### src/verilog/fetch_pkg.sv
package fetch_pkg;

    // half-word PC, bit 0 is never stored
    localparam int PC_W = 18;

    typedef logic [PC_W:1] pc_t;

    // one instruction as fetch and the decoder flags deliver it
    typedef struct packed {
        pc_t  pc;
        pc_t  imm;          // branch offset in half-words
        logic compressed;   // 16-bit encoding
        logic jal;
        logic jalr;
        logic call;         // push return address
        logic ret;          // pop return address
        logic predict;      // control transfer, wants a prediction
    } fetch_req_t;

endpackage

### src/verilog/predict_pkg.sv
package predict_pkg;

    // width of a counter index carried down the pipe
    localparam int CTR_IDX_W = 5;

    typedef logic [CTR_IDX_W-1:0] ctr_idx_t;

    // fetch-time guess
    typedef struct packed {
        logic           taken;
        fetch_pkg::pc_t target;
    } pred_t;

    // what execute actually found
    typedef struct packed {
        logic           taken;
        fetch_pkg::pc_t target;
    } resolve_t;

    // one decode/execute stage entry
    typedef struct packed {
        logic           valid;
        fetch_pkg::pc_t pc;
        logic           compressed;
        logic           cond;       // neither jal nor jalr
        pred_t          pred;
        ctr_idx_t       ctr_idx;    // counter that made the guess
    } track_t;

    typedef enum logic [1:0] {
        FIX_NONE      = 2'd0,
        FIX_NOT_TAKEN = 2'd1,   // should have fallen through
        FIX_TAKEN     = 2'd2,   // should have jumped
        FIX_TARGET    = 2'd3    // jumped, wrong place
    } fix_e;

endpackage

### src/verilog/branch_predictor.sv
module branch_predictor #(
    parameter int RAS_DEPTH    = 4,
    parameter int HIST_ENTRIES = 32,
    parameter int HIST_W       = 5
) (
    input  logic                  clk_i,
    input  logic                  rst_i,
    input  fetch_pkg::fetch_req_t fetch_i,
    input  logic                  stall_i,
    input  predict_pkg::resolve_t resolve_i,
    output predict_pkg::pred_t    pred_o,
    output predict_pkg::fix_e     fix_o,
    output fetch_pkg::pc_t        exec_pc_o,
    output logic                  exec_compressed_o
);

    logic                  accept;
    logic                  lookup_en;
    fetch_pkg::pc_t        ras_top;
    logic                  lookup_taken;
    logic [HIST_W-1:0]     ctr_idx;
    logic                  train_en;
    logic [HIST_W-1:0]     train_idx;
    logic                  train_taken;

    assign accept    = fetch_i.predict & ~stall_i;
    assign lookup_en = accept & ~(fetch_i.jal | fetch_i.jalr);   // conditional only

    return_stack #(
        .RAS_DEPTH    (RAS_DEPTH)
    ) i_return_stack (
        .clk_i        (clk_i),
        .rst_i        (rst_i),
        .push_i       (accept & fetch_i.call),
        .pop_i        (accept & fetch_i.ret),
        .push_pc_i    (fetch_i.pc),
        .compressed_i (fetch_i.compressed),
        .top_o        (ras_top)
    );

    pattern_table #(
        .HIST_ENTRIES  (HIST_ENTRIES),
        .HIST_W        (HIST_W)
    ) i_pattern_table (
        .clk_i         (clk_i),
        .rst_i         (rst_i),
        .lookup_pc_i   (fetch_i.pc),
        .lookup_en_i   (lookup_en),
        .taken_o       (lookup_taken),
        .ctr_idx_o     (ctr_idx),
        .train_en_i    (train_en),
        .train_idx_i   (train_idx),
        .train_taken_i (train_taken)
    );

    // unconditional jumps are always taken, returns go to the stack top
    always_comb begin
        pred_o.taken  = fetch_i.jal | fetch_i.jalr | lookup_taken;
        pred_o.target = fetch_i.ret ? ras_top : fetch_i.pc + fetch_i.imm;
    end

    resolve_tracker i_resolve_tracker (
        .clk_i             (clk_i),
        .rst_i             (rst_i),
        .stall_i           (stall_i),
        .fetch_i           (fetch_i),
        .pred_i            (pred_o),
        .ctr_idx_i         (ctr_idx),
        .resolve_i         (resolve_i),
        .fix_o             (fix_o),
        .train_en_o        (train_en),
        .train_idx_o       (train_idx),
        .train_taken_o     (train_taken),
        .exec_pc_o         (exec_pc_o),
        .exec_compressed_o (exec_compressed_o)
    );

endmodule

### src/verilog/pattern_table.sv
module pattern_table #(
    parameter int HIST_ENTRIES = 32,
    parameter int HIST_W       = 5
) (
    input  logic              clk_i,
    input  logic              rst_i,
    // fetch side
    input  fetch_pkg::pc_t    lookup_pc_i,
    input  logic              lookup_en_i,
    output logic              taken_o,
    output logic [HIST_W-1:0] ctr_idx_o,
    // execute side
    input  logic              train_en_i,
    input  logic [HIST_W-1:0] train_idx_i,
    input  logic              train_taken_i
);

    localparam int IDX_W       = $clog2(HIST_ENTRIES);
    localparam int CTR_ENTRIES = 2 ** HIST_W;

    logic [HIST_W-1:0] hist_q [HIST_ENTRIES];
    logic [1:0]        ctr_q  [CTR_ENTRIES];

    logic [IDX_W-1:0]  hist_idx;
    logic [HIST_W-1:0] hist_val;
    logic [1:0]        train_ctr;

    // low PC bits pick the local history
    assign hist_idx = lookup_pc_i[IDX_W:1];
    assign hist_val = hist_q[hist_idx];

    // history pattern picks the counter
    assign ctr_idx_o = hist_val;
    assign taken_o   = ctr_q[hist_val][1];

    // speculative history, shifted at fetch with the guess
    always_ff @(posedge clk_i) begin
        if (rst_i) begin
            for (int i = 0; i < HIST_ENTRIES; i++) begin
                hist_q[i] <= '0;
            end
        end else if (lookup_en_i) begin
            hist_q[hist_idx] <= {hist_val[HIST_W-2:0], taken_o};
        end
    end

    assign train_ctr = ctr_q[train_idx_i];

    // 2-bit saturating counters
    always_ff @(posedge clk_i) begin
        if (rst_i) begin
            for (int i = 0; i < CTR_ENTRIES; i++) begin
                ctr_q[i] <= 2'b00;
            end
        end else if (train_en_i) begin
            if (train_taken_i) begin
                if (train_ctr != 2'b11) begin
                    ctr_q[train_idx_i] <= train_ctr + 2'b01;
                end
            end else if (train_ctr != 2'b00) begin
                ctr_q[train_idx_i] <= train_ctr - 2'b01;
            end
        end
    end

endmodule

### src/verilog/resolve_tracker.sv
module resolve_tracker (
    input  logic                  clk_i,
    input  logic                  rst_i,
    input  logic                  stall_i,
    // fetch stage
    input  fetch_pkg::fetch_req_t fetch_i,
    input  predict_pkg::pred_t    pred_i,
    input  predict_pkg::ctr_idx_t ctr_idx_i,
    // execute stage
    input  predict_pkg::resolve_t resolve_i,
    output predict_pkg::fix_e     fix_o,
    output logic                  train_en_o,
    output predict_pkg::ctr_idx_t train_idx_o,
    output logic                  train_taken_o,
    output fetch_pkg::pc_t        exec_pc_o,
    output logic                  exec_compressed_o
);

    predict_pkg::track_t fetch_entry;
    predict_pkg::track_t dec_q;
    predict_pkg::track_t exe_q;
    logic                target_ok;
    logic                flush;

    always_comb begin
        fetch_entry.valid      = fetch_i.predict;
        fetch_entry.pc         = fetch_i.pc;
        fetch_entry.compressed = fetch_i.compressed;
        fetch_entry.cond       = ~(fetch_i.jal | fetch_i.jalr);
        fetch_entry.pred       = pred_i;
        fetch_entry.ctr_idx    = ctr_idx_i;
    end

    assign target_ok = resolve_i.target == exe_q.pred.target;

    // execute-stage verdict
    always_comb begin
        if (!exe_q.valid) begin
            fix_o = predict_pkg::FIX_NONE;
        end else if (resolve_i.taken && target_ok) begin
            fix_o = predict_pkg::FIX_NONE;
        end else if (exe_q.pred.taken && !resolve_i.taken) begin
            fix_o = predict_pkg::FIX_NOT_TAKEN;
        end else if (!exe_q.pred.taken && resolve_i.taken) begin
            fix_o = predict_pkg::FIX_TAKEN;
        end else if (exe_q.pred.taken && resolve_i.taken) begin
            fix_o = predict_pkg::FIX_TARGET;
        end else begin
            fix_o = predict_pkg::FIX_NONE;  // correctly not taken
        end
    end

    assign flush = fix_o != predict_pkg::FIX_NONE;

    always_ff @(posedge clk_i) begin
        if (rst_i) begin
            dec_q.valid <= 1'b0;
            exe_q.valid <= 1'b0;
        end else if (!stall_i) begin
            dec_q <= fetch_entry;
            exe_q <= dec_q;
            if (flush) begin
                // younger work came down the wrong path
                dec_q.valid <= 1'b0;
                exe_q.valid <= 1'b0;
            end
        end
    end

    // only conditional branches own a counter
    assign train_en_o    = exe_q.valid & exe_q.cond & ~stall_i;
    assign train_idx_o   = exe_q.ctr_idx;
    assign train_taken_o = resolve_i.taken;

    assign exec_pc_o         = exe_q.pc;
    assign exec_compressed_o = exe_q.compressed;

endmodule

### src/verilog/return_stack.sv
module return_stack #(
    parameter int RAS_DEPTH = 4
) (
    input  logic           clk_i,
    input  logic           rst_i,
    input  logic           push_i,
    input  logic           pop_i,
    input  fetch_pkg::pc_t push_pc_i,
    input  logic           compressed_i,
    output fetch_pkg::pc_t top_o
);

    fetch_pkg::pc_t stack_q [RAS_DEPTH];
    fetch_pkg::pc_t step;
    fetch_pkg::pc_t ret_addr;

    // next instruction after the call, in half-words
    assign step     = compressed_i ? fetch_pkg::pc_t'(1) : fetch_pkg::pc_t'(2);
    assign ret_addr = push_pc_i + step;

    always_ff @(posedge clk_i) begin
        if (rst_i) begin
            for (int i = 0; i < RAS_DEPTH; i++) begin
                stack_q[i] <= '0;
            end
        end else if (push_i && pop_i) begin
            // return then call, depth unchanged
            stack_q[0] <= ret_addr;
        end else if (push_i) begin
            stack_q[0] <= ret_addr;
            for (int i = 1; i < RAS_DEPTH; i++) begin
                stack_q[i] <= stack_q[i-1];     // oldest falls off
            end
        end else if (pop_i) begin
            for (int i = 0; i < RAS_DEPTH - 1; i++) begin
                stack_q[i] <= stack_q[i+1];
            end
            stack_q[RAS_DEPTH-1] <= '0;         // bottom refills empty
        end
    end

    assign top_o = stack_q[0];

endmodule
### config.mk
export PLATFORM = sky130hd
export DESIGN_NAME = branch_predictor
export DESIGN_NICKNAME = d
export VERILOG_FILES = /design/src/verilog/fetch_pkg.sv /design/src/verilog/predict_pkg.sv /design/src/verilog/branch_predictor.sv /design/src/verilog/pattern_table.sv /design/src/verilog/resolve_tracker.sv /design/src/verilog/return_stack.sv
export SDC_FILE = /design/constraint.sdc
export NUM_CORES = 1
export LEC_CHECK = 0
export ABC_AREA = 0
export BUFFER_PORTS_ARGS = -buffer_cell sky130_fd_sc_hd__buf_2
export CORE_ASPECT_RATIO = 0.6
export CORE_MARGIN = 5
export CORE_UTILIZATION = 35
export CTS_CLUSTER_DIAMETER = 200
export DETAILED_ROUTE_END_ITERATION = 10
export GPL_TIMING_DRIVEN = 0
export SLEW_MARGIN = 20
export SYNTH_ARGS = -nofsm -noshare
export SYNTH_HDL_FRONTEND = slang
export SYNTH_HIERARCHICAL = 1
export SYNTH_SLANG_ARGS = --single-unit
### constraint.sdc
create_clock -name clk_i -period 6.6 [get_ports clk_i]
set_input_delay 0.33 -clock clk_i [delete_from_list [all_inputs] [get_ports clk_i]]
set_output_delay 0.33 -clock clk_i [all_outputs]
set_load 0.03 [all_outputs]
# [Word level (Yosys, flattened, before mapping)]
# Memory sizes are Yosys's and may differ from the RTL's. A register that Yosys moved wholly into a read port is not among the register bits.
# Cells that the tools add are included.
[classes] n_bitwise=21 n_eq_ne=2 n_addsub=4 n_reduce_logical=12 mux=53
[ops] operator="18-bit two-way mux" n=10
[ops] operator="18-bit adder" n=2
[ops] operator="1-bit two-way mux" n=31
[ops] operator="5-bit two-way mux" n=4
[ops] operator="18-bit equality test" n=1
[ops] operator="2-bit two-way mux" n=8
[ops] operator="1-bit OR" n=12
[ops] operator="1-bit AND" n=6
[ops] operator="1-bit logical AND" n=5
[ops] operator="5-bit OR reduction" n=1
[ops] operator="2-bit nonzero test" n=2
[ops] operator="1-bit NOT" n=3
[ops] operator="2-bit by 1-bit adder with 2-bit output, second input constant" n=1
[ops] operator="1-bit logical NOT" n=2
[ops] operator="2-bit inequality test, second input constant" n=1
[ops] operator="2-bit AND reduction" n=1
[ops] operator="2-bit OR reduction" n=1
[ops] operator="2-bit by 1-bit subtractor with 2-bit output, second input constant" n=1
[totals] ram_bits=296 mem_count=3 regBits=90 in_bits=64
[memory_table] memory="i_pattern_table.hist_q" depth=32 width=5 rd=1 rd_clocked_by_memory_dff=0 write_ports=32 line_no="pattern_table.sv:21" text="logic [HIST_W-1:0] hist_q [HIST_ENTRIES];"
[memory_table] memory="i_return_stack.stack_q" depth=4 width=18 rd=4 rd_clocked_by_memory_dff=0 write_ports=4 line_no="return_stack.sv:13" text="fetch_pkg::pc_t stack_q [RAS_DEPTH];"
[memory_table] memory="i_pattern_table.ctr_q" depth=32 width=2 rd=2 rd_clocked_by_memory_dff=1 write_ports=32 line_no="pattern_table.sv:22" text="logic [1:0] ctr_q [CTR_ENTRIES];"

# [Logic depth before layout (Yosys ltp)]
# Gate-level depths: netlist of the first run.
[depth] depth_word=10 depth_mapped=16 ltp_nobuf=11

# [Hierarchy]
# Netlist of the first run, hierarchy kept.
[modules_own_cells] module="pattern_table" instances=1 area_per_inst_um2=11109.4 cells_each=876
[modules_own_cells] module="return_stack" instances=1 area_per_inst_um2=3225.6 cells_each=255
[modules_own_cells] module="resolve_tracker" instances=1 area_per_inst_um2=3193.1 cells_each=158
[modules_own_cells] module="branch_predictor" instances=1 area_per_inst_um2=1118.6 cells_each=154

# [Least setup slack after synthesis of the first run]
# OpenSTA, ideal clock, no wires.
[synth_path] path_kind="input -> register" from="input port rst_i" to="register i_resolve_tracker/dec_q[44] (netlist name)" cell_stages=4 t_required_ns=6.541 slack_ns=1.862 path_buffers=0 t_arrival_ns=4.679 cell_sequence="nor2_1 and2_1 o2bb2ai_1 a31o_1"
[synth_lines] item="start: declaration" line_no="branch_predictor.sv:7" text="input logic rst_i,"
[synth_lines] item="end signal: assignment" line_no="resolve_tracker.sv:60" text="dec_q <= fetch_entry;"
[synth_lines] item="end: declaration" line_no="resolve_tracker.sv:20" text="predict_pkg::track_t dec_q;"

==> results.json, run 1 <==
{
  "swShare": 0.262,
  "stdcell_area_um2": 21400,
  "row_count": 65,
  "yosysMostFrequentCell": "edfxtp_1",
  "first_pass_iters": 6,
  "rsz0062_at_grt": "no",
  "cellLeakagePower_nw": 7.68,
  "clk_pin_slew_worst_paths_ps": 60,
  "syn_area_um2": 18600,
  "wl_um": 55600,
  "grt_max_degree": 29,
  "critPathSlowestCell": "o21ai_0",
  "r2r_cells": 12,
  "ys.flop_type": "edfxtp_1",
  "postSynthCellCount": 1443,
  "cts_tree": "built",
  "hold_viol": 0,
  "core_area_um2": 52600,
  "critPathTopFamily": "buffers and inverters",
  "via_per_inst": 5.52,
  "ctsResizeCount": 0,
  "max_freq_mhz": 202,
  "yosysTopAreaCellShare": 0.589,
  "avgSynthCellArea_um2": 12.9,
  "ant_nets": 0,
  "gr-usage-all-layers": 0.186,
  "synth_common_cells": "edfxtp_1 (366), nor2_1 (258), nand2_1 (94)",
  "io_pins": 104,
  "pwr_density_cell_nw_per_um2": 272,
  "globalplace.congestion": 0.929,
  "hold_depth": 1,
  "clockBufferDepth": 3,
  "die_h_um": 189,
  "cts_hold_buf": 0,
  "cap_viol_max_count": 0,
  "finalCoreUtilization": 0.407,
  "final.setup_skew_ps": 36.4,
  "grt_pass1_vias": 12300,
  "yosys-top-cells-area": "edfxtp_1 (59%), nor2_1 (5.2%), mux4_2 (4.7%)",
  "drive_above_1_share": 0.214,
  "cp.required_ps": 6270,
  "hpwl_um": 41500,
  "holdCritPathClass": "primary input to flip-flop",
  "critPathArrivalTime_ps": 4630,
  "cts_num_sinks": 386,
  "vias": 12800,
  "die_x_um": 308,
  "routedWlPerCell_um": 23.9,
  "grt_antenna_before_repair": 5,
  "cp.buffers_inverters": 7,
  "syn2layout_area_growth_pct": 14.9,
  "crit_chain": "buf_2 > buf_6 > buf_4 > mux2i_1 > a32o_1 > o21ai_0 > nand3_2 > inv_2 > mux2_2 > o211a_1 > nor4_1 > o311a_2 > buf_6 > inv_1 > or3_1 > buf_2",
  "finalSetupTns_ps": 0,
  "drt_iter0_markers": 1437,
  "internal_power_mw": 4.31,
  "io_buffers": 103,
  "synth_warnings": 6,
  "worst_pin_slew_ps": 1100,
  "dpl-instance-area_um2": 20100,
  "worstSetupEndpointType": "primary output",
  "grt_pass1_wl_um": 81400,
  "yosysUniqueCellTypes": 94,
  "status": "complete, no violations",
  "syn_nets": 1528,
  "clk_latency_ps": 560,
  "post-route-period-util": 0.752,
  "postCtsSetupRepairBufs": 0,
  "async_reset_ff_frac": 0,
  "critPathMaxStageDelay_ps": 520,
  "cp.depth": 16,
  "initial_utilization": 0.354,
  "fin_crit_ps": 4960,
  "drcViolationCount": 0,
  "cts_inserted_buffers": 39,
  "gr-total-overflow": 0,
  "root_buffer": "clkbuf_16",
  "synth-seq-area-share": 0.611,
  "p_switching_mw": 1.53,
  "synth.largest_area_cell": "edfxtp_1",
  "slew_viol_final": 0,
  "crit_type": "primary input to primary output",
  "crit_fanout": 10,
  "seqPwrFrac": 0.487,
  "synth-seq-cells": 386,
  "finalSetupViolations": 0,
  "power_frac_clock": 0.386,
  "fin_nets": 1676,
  "combPwrFrac": 0.127,
  "relSlewSlack": 0.265,
  "startpoint_type": "primary input",
  "cts-htree-levels": 2,
  "ir_worst_vdd_uv": 156,
  "dieArea_um2": 58100,
  "synth_edf_count": 366
}
## placed cells by master (no fill, tap or decap), types with 7 or more instances in the layout
cell type	netlist	final
nor2_2	11	11
nor2b_1	14	14
ha_1	19	19
buf_6	14	14
mux2i_1	35	35
o21bai_1	33	33
nor2_1	258	257
edfxtp_1	366	366
mux2_2	14	14
clkbuf_16	0	40
mux4_2	39	39
clkbuf_1	38	43
o21ai_0	28	28
and2_1	8	8
dfxtp_1	20	20
nor3_1	7	7
a22o_1	44	44
buf_1	10	10
clkinv_1	0	8
inv_1	13	13
nand2b_1	40	40
buf_4	33	34
buf_2	15	118
xor2_1	17	17
nand3_1	15	15
a21oi_1	19	19
or2_2	11	11
o31ai_1	7	7
o211ai_1	7	7
nand2_1	94	94
xnor2_1	28	28
a22oi_1	37	37
nand4_1	17	17
## per-layer routing
metal | vias to the layer above | share of wire | track usage
met5 | - | 0.00023 | 0
met4 | 2 | 0.013 | 0.0299
met3 | 56 | 0.12 | 0.0656
met2 | 646 | 0.39 | 0.243
met1 | 6461 | 0.48 | 0.298
li1 | 5673 | - | -
## sequential cells by signal (all words and copies together) (netlist names)
signal and cells:
i_resolve_tracker/exec_compressed_o 1, i_pattern_table/ctr_q 64, i_resolve_tracker/dec_q 45, i_return_stack/stack_q 72
i_resolve_tracker/train_idx_o 5, i_resolve_tracker/exe_q 21, i_pattern_table/hist_q 160, i_resolve_tracker/exec_pc_o 18
## cells by family after synthesis
logic type	Yosys count	share of synthesized area
and+or+nand+nor	535	0.140
DFF	386	0.611
xor gates and xnor gates	45	0.0211
adders and majority gates	21	0.0149
buffers and inverters	126	0.0393
muxes	90	0.0758
AOI/OAI and AO/OA	240	0.0981
## area by class of cell
class / count / area (um^2)
Buffer: 111 / 676
Tap cell: 703 / 880
Fill cell: 4903 / 31200
Clock buffer: 49 / 1070
Timing Repair Buffer: 107 / 591
Sequential cell: 386 / 11400
Multi-Input combinational cell: 931 / 6540
Clock inverter: 23 / 214
Antenna cell: 1 / 2.50
Inverter: 15 / 56.3
## per-stage QoR
stage                     total power, mW  worst slack (ps)  std cells  hold slack (ps)
after global placement               3.60             -61.6       2249              401
final                                5.83              1640       2326             20.5
after floorplan                      3.33              1860       1443              400
after detailed placement             3.62              1740       2253              405
after CTS                            5.88              1730       2325             1.58
after global routing                 6.04              1460       2326             1.05
## worst paths after layout
check                                   startpoint                      endpoint  slack, ps
setup / recovery                       fetch_i[25]                    pred_o[18]       1640
hold / removal                          fetch_i[5]   i_resolve_tracker/dec_q[25]         20
setup reg to reg  i_resolve_tracker/train_idx_o[1]  i_pattern_table/ctr_q[29][1]       2000
hold reg to reg        i_resolve_tracker/dec_q[18]   i_resolve_tracker/exe_q[18]        400
## power groups by stage
stage / clock network (mW) / logic, mW / registers (mW)
floorplan: 0 / 0.459 / 2.87
global placement: 0 / 0.714 / 2.89
global route: 2.41 / 0.786 / 2.84
CTS: 2.31 / 0.732 / 2.84
detailed placement: 0 / 0.729 / 2.89
finish: 2.25 / 0.743 / 2.84
No activity file was read; power rests on OpenSTA's default activity.
==> run 2: changes to the inputs <==
clock period = 4.1 ns   (was 6.6 ns; I/O delays follow)
==> results.json, run 2 (synthesis gave the netlist of run 1 again) <==
{
  "hpwl_um": 40800,
  "wl_met1_um": 26300,
  "cp.required_ps": 3890,
  "wl_met3_um": 6360,
  "initial_utilization": 0.354,
  "globalplace.congestion": 0.934,
  "row_count": 65,
  "cts-htree-levels": 2,
  "layout_commonest_cell": "edfxtp_1",
  "crit_fanout": 9,
  "first_pass_iters": 5,
  "cts_inserted_buffers": 37,
  "regMostFlops": "i_pattern_table/hist_q",
  "finalCoreUtilization": 0.413,
  "drt_iter0_markers": 1485,
  "vias": 13000,
  "diodes": 0,
  "largest_reg_flops": 160,
  "io_buffers": 103,
  "dieArea_um2": 58100,
  "whs_ps": 49.7,
  "rsz0062_at_grt": "yes",
  "grt_antenna_before_repair": 4,
  "pre_cts_ws_ps": -595,
  "cts_tree": "built",
  "ant_nets": 0,
  "reg_top3": "i_pattern_table/hist_q: 160 flops, i_return_stack/stack_q: 72 flops, i_pattern_table/ctr_q: 64 flops",
  "hold_viol": 0,
  "final.setup_skew_ps": 34.1,
  "cap_viol_max_count": 0,
  "gr-total-overflow": 0,
  "holdCritPathClass": "primary input to flip-flop",
  "mostFrequentLayoutCells": "edfxtp_1 (366), nor2_1 (257), buf_2 (114)",
  "status": "complete, but fails checks",
  "grt_pass1_vias": 12400,
  "violations": "negative setup slack",
  "finalSetupTns_ps": -61.4,
  "relSlewSlack": 0.291,
  "r2r_cells": 11,
  "drcViolationCount": 0,
  "grt_max_degree": 26,
  "core_area_um2": 52600,
  "top_layer": "met4",
  "io_pins": 104,
  "die_x_um": 308,
  "syn2layout_area_growth_pct": 16.5,
  "grt_pass1_wl_um": 80700,
  "fin_nets": 1703,
  "clk_pin_slew_worst_paths_ps": 70,
  "worst_pin_slew_ps": 1060,
  "worstSetupEndpointType": "primary output",
  "setup_slack_ps": -61.4,
  "max_freq_mhz": 240,
  "cellLeakagePower_nw": 7.82,
  "cts_num_sinks": 386,
  "wl_met2_um": 21700,
  "root_buffer": "clkbuf_16",
  "pwr_density_cell_nw_per_um2": 428,
  "drive_above_1_share": 0.231,
  "die_h_um": 189,
  "gr-usage-all-layers": 0.184,
  "wl_um": 55100,
  "ir_worst_vdd_uv": 331,
  "hold_depth": 1,
  "clk_latency_ps": 540,
  "post-route-period-util": 1.01,
  "critPathArrivalTime_ps": 3960,
  "via_per_inst": 5.53,
  "finalSetupViolations": 1,
  "slew_viol_final": 0,
  "crit_type": "flip-flop to primary output",
  "routedWlPerCell_um": 23.5,
  "startpoint_type": "flip-flop",
  "clockBufferDepth": 3,
  "fin_crit_ps": 4160
}
-- run 2: final cells by class --
| class | count | area (um^2) |
|---|---|---|
| fillers | 4877 | 30900 |
| flip-flops and latches | 386 | 11400 |
| multi-input cells | 931 | 6640 |
| clock buffers | 45 | 996 |
| well taps | 703 | 880 |
| repair buffers | 137 | 877 |
| plain buffers | 110 | 684 |
| clock inverters | 22 | 198 |
| inverters | 15 | 63.8 |
-- run 2: critical path: stages (launching register included) --
cell and delay, ps:
edfxtp_1 500, mux4_2 470, nand4b_1 230, o211a_4 200, nand3_4 120, inv_8 70, mux2_4 310, o211a_1 250
nor4_2 300, o311a_2 270, buf_8 130, inv_2 50, or3_4 380, buf_6 150
-- run 2: metrics by stage --
| stage | cells | cell area [um^2] | total power, mW |
|---|---|---|---|
| finish | 2349 | 21700 | 9.29 |
| global route | 2349 | 21700 | 9.62 |
| CTS | 2335 | 21500 | 9.29 |
| detailed placement | 2253 | 20100 | 5.81 |
| global placement | 2249 | 20000 | 5.79 |
| floorplan | 1443 | 18600 | 5.35 |
-- run 2: timing repair --
item	CTS	global route
setup endpoints to repair	117	49
setup buffers	1	13
resized for setup	10	29
pin swaps	1	9
endpoints found under the hold margin	14	1
hold buffers	15	1
-- run 2: final timing paths --
check | startpoint | end | slack, ps
setup / recovery | i_pattern_table/hist_q[7][1] | pred_o[18] | -60
hold / removal | fetch_i[29] | i_resolve_tracker/dec_q[31] | 50
setup reg to reg | i_resolve_tracker/train_idx_o[0] | i_pattern_table/ctr_q[11][0] | 130
hold reg to reg | i_resolve_tracker/dec_q[26] | i_resolve_tracker/exec_pc_o[0] | 400
-- run 2: routing by layer --
metal  global-route usage  up-vias
met2                0.238      625
met1                0.298     6547
li1                     -     5736
met5                    0        -
met4               0.0323        0
met3               0.0589       75
-- run 2: report_power, final --
part | switching [mW] | total [mW] | internal [mW] | leakage (nW)
Sequential | 0.0743 | 4.57 | 4.49 | 3.88
Clock | 1.53 | 3.46 | 1.93 | 0.593
Combinational | 0.827 | 1.26 | 0.435 | 3.35
Total | 2.43 | 9.29 | 6.86 | 7.82
==> run 3: changes to the inputs <==
CORE_UTILIZATION = 55   (was 35)
PLACE_DENSITY = 0.76   (was unset)
==> results.json, run 3 (synthesis gave the netlist of run 1 again) <==
{
  "core_area_um2": 33600,
  "vias": 13100,
  "ir_worst_vdd_uv": 302,
  "holdCritPathClass": "primary input to flip-flop",
  "root_buffer": "clkbuf_16",
  "hpwl_um": 38600,
  "fin_nets": 1691,
  "clk_pin_slew_worst_paths_ps": 60,
  "final-seq-area_um2": 11400,
  "drt_iter0_markers": 1803,
  "drive_above_1_share": 0.225,
  "crit_fanout": 10,
  "regMostFlops": "i_pattern_table/hist_q",
  "post-route-period-util": 0.973,
  "grt_antenna_before_repair": 6,
  "worstSetupEndpointType": "primary output",
  "critPathArrivalTime_ps": 3780,
  "crit_type": "flip-flop to primary output",
  "globalplace.congestion": 0.990,
  "clk_latency_ps": 550,
  "wl_um": 52700,
  "mostFrequentLayoutCells": "edfxtp_1 (366), nor2_1 (257), buf_2 (110)",
  "slew_viol_final": 0,
  "via_per_inst": 6.25,
  "die_h_um": 153,
  "cts_num_sinks": 386,
  "cap_viol_max_count": 0,
  "syn2layout_area_growth_pct": 14.9,
  "ant_nets": 0,
  "rsz0062_at_grt": "no",
  "cp.required_ps": 3890,
  "status": "complete, no violations",
  "clockBufferDepth": 3,
  "layout_commonest_cell": "edfxtp_1",
  "hold_viol": 0,
  "reg_top3": "i_pattern_table/hist_q: 160 flops, i_return_stack/stack_q: 72 flops, i_pattern_table/ctr_q: 64 flops",
  "final.setup_skew_ps": 21.7,
  "cts_tree": "built",
  "grt_max_degree": 30,
  "initial_utilization": 0.555,
  "row_count": 52,
  "io_pins": 104,
  "drcViolationCount": 0,
  "io_buffers": 103,
  "first_pass_iters": 6,
  "gr-total-overflow": 0,
  "dieArea_um2": 37800,
  "fin_crit_ps": 3990,
  "worst_pin_slew_ps": 1090,
  "gr-usage-all-layers": 0.276,
  "cts-htree-levels": 2,
  "max_freq_mhz": 251,
  "grt_pass1_vias": 12500,
  "multi_input_area_um2": 6640,
  "die_x_um": 248,
  "grt_pass1_wl_um": 78500,
  "whs_ps": 37.1,
  "largest_reg_flops": 160,
  "relSlewSlack": 0.270,
  "cts_inserted_buffers": 38,
  "pwr_density_cell_nw_per_um2": 442,
  "fillCellCount": 2563,
  "routedWlPerCell_um": 25.1,
  "finalSetupViolations": 0,
  "pre_cts_ws_ps": -638,
  "setup_slack_ps": 112,
  "startpoint_type": "flip-flop",
  "cellLeakagePower_nw": 7.80,
  "finalCoreUtilization": 0.638
}
-- run 3: worst paths after layout --
kind / start / endpoint / slack [ps] / depth (start not counted)
max: i_pattern_table/hist_q[10][2] / pred_o[18] / 110 / 12
min: fetch_i[4] / i_resolve_tracker/dec_q[24] / 40 / 2
max reg2reg: i_resolve_tracker/train_idx_o[0] / i_pattern_table/ctr_q[8][0] / 180 / 13
min reg2reg: i_resolve_tracker/dec_q[2] / i_resolve_tracker/train_idx_o[2] / 410 / 0
-- run 3: timing repair --
item	4_1_cts	5_1_grt
pin swaps	3	7
endpoints found under the setup margin	33	5
setup buffers	2	6
hold buffers	11	0
gates resized for setup	8	28
endpoints found under the hold margin	11	0
-- run 3: routing by layer --
layer,share of wire,wire length (um),vias up,global-route usage
li1,-,-,5712,-
met1,0.42,22300,6431,0.434
met2,0.42,21900,854,0.372
met3,0.14,7490,99,0.0962
met4,0.020,1050,0,0.0586
met5,0,0,-,0
-- run 3: where the power goes --
part / internal (mW) / leakage (nW) / switching (mW) / total, mW
clock network: 2.12 / 0.634 / 1.54 / 3.66
logic: 0.415 / 3.29 / 0.810 / 1.22
registers: 4.49 / 3.88 / 0.0843 / 4.58
total: 7.03 / 7.80 / 2.43 / 9.47
-- run 3: stage by stage --
stage               TNS (ps)  instances  instance area [um^2]  power, mW
global placement       -3130       2005                 19700       5.76
detailed placement     -6670       2009                 19800       5.80
finish                     0       2097                 21400       9.47
global route               0       2095                 21400       9.76
CTS                     -178       2090                 21300       9.44
floorplan                  0       1443                 18600       5.35
-- run 3: cell type report --
| class | count | share of cell area |
|---|---|---|
| sequential | 386 | 0.532 |
| multi-input combinational | 931 | 0.310 |
| clock buffer | 44 | 0.0459 |
| timing repair buffer | 126 | 0.0363 |
| buffer | 108 | 0.0318 |
| tap | 459 | 0.0268 |
| clock inverter | 25 | 0.0147 |
| inverter | 15 | 0.00286 |
| antenna | 3 | 0.000350 |
-- run 3: critical path, stage by stage, from the launching register on --
cell	delay (ps)
edfxtp_1	380
mux4_2	510
o31a_1	330
o211ai_4	390
buf_6	240
nor2_1	70
o211a_1	120
nor4_2	290
o311a_2	260
buf_8	100
inv_1	40
or3_4	360
buf_6	160
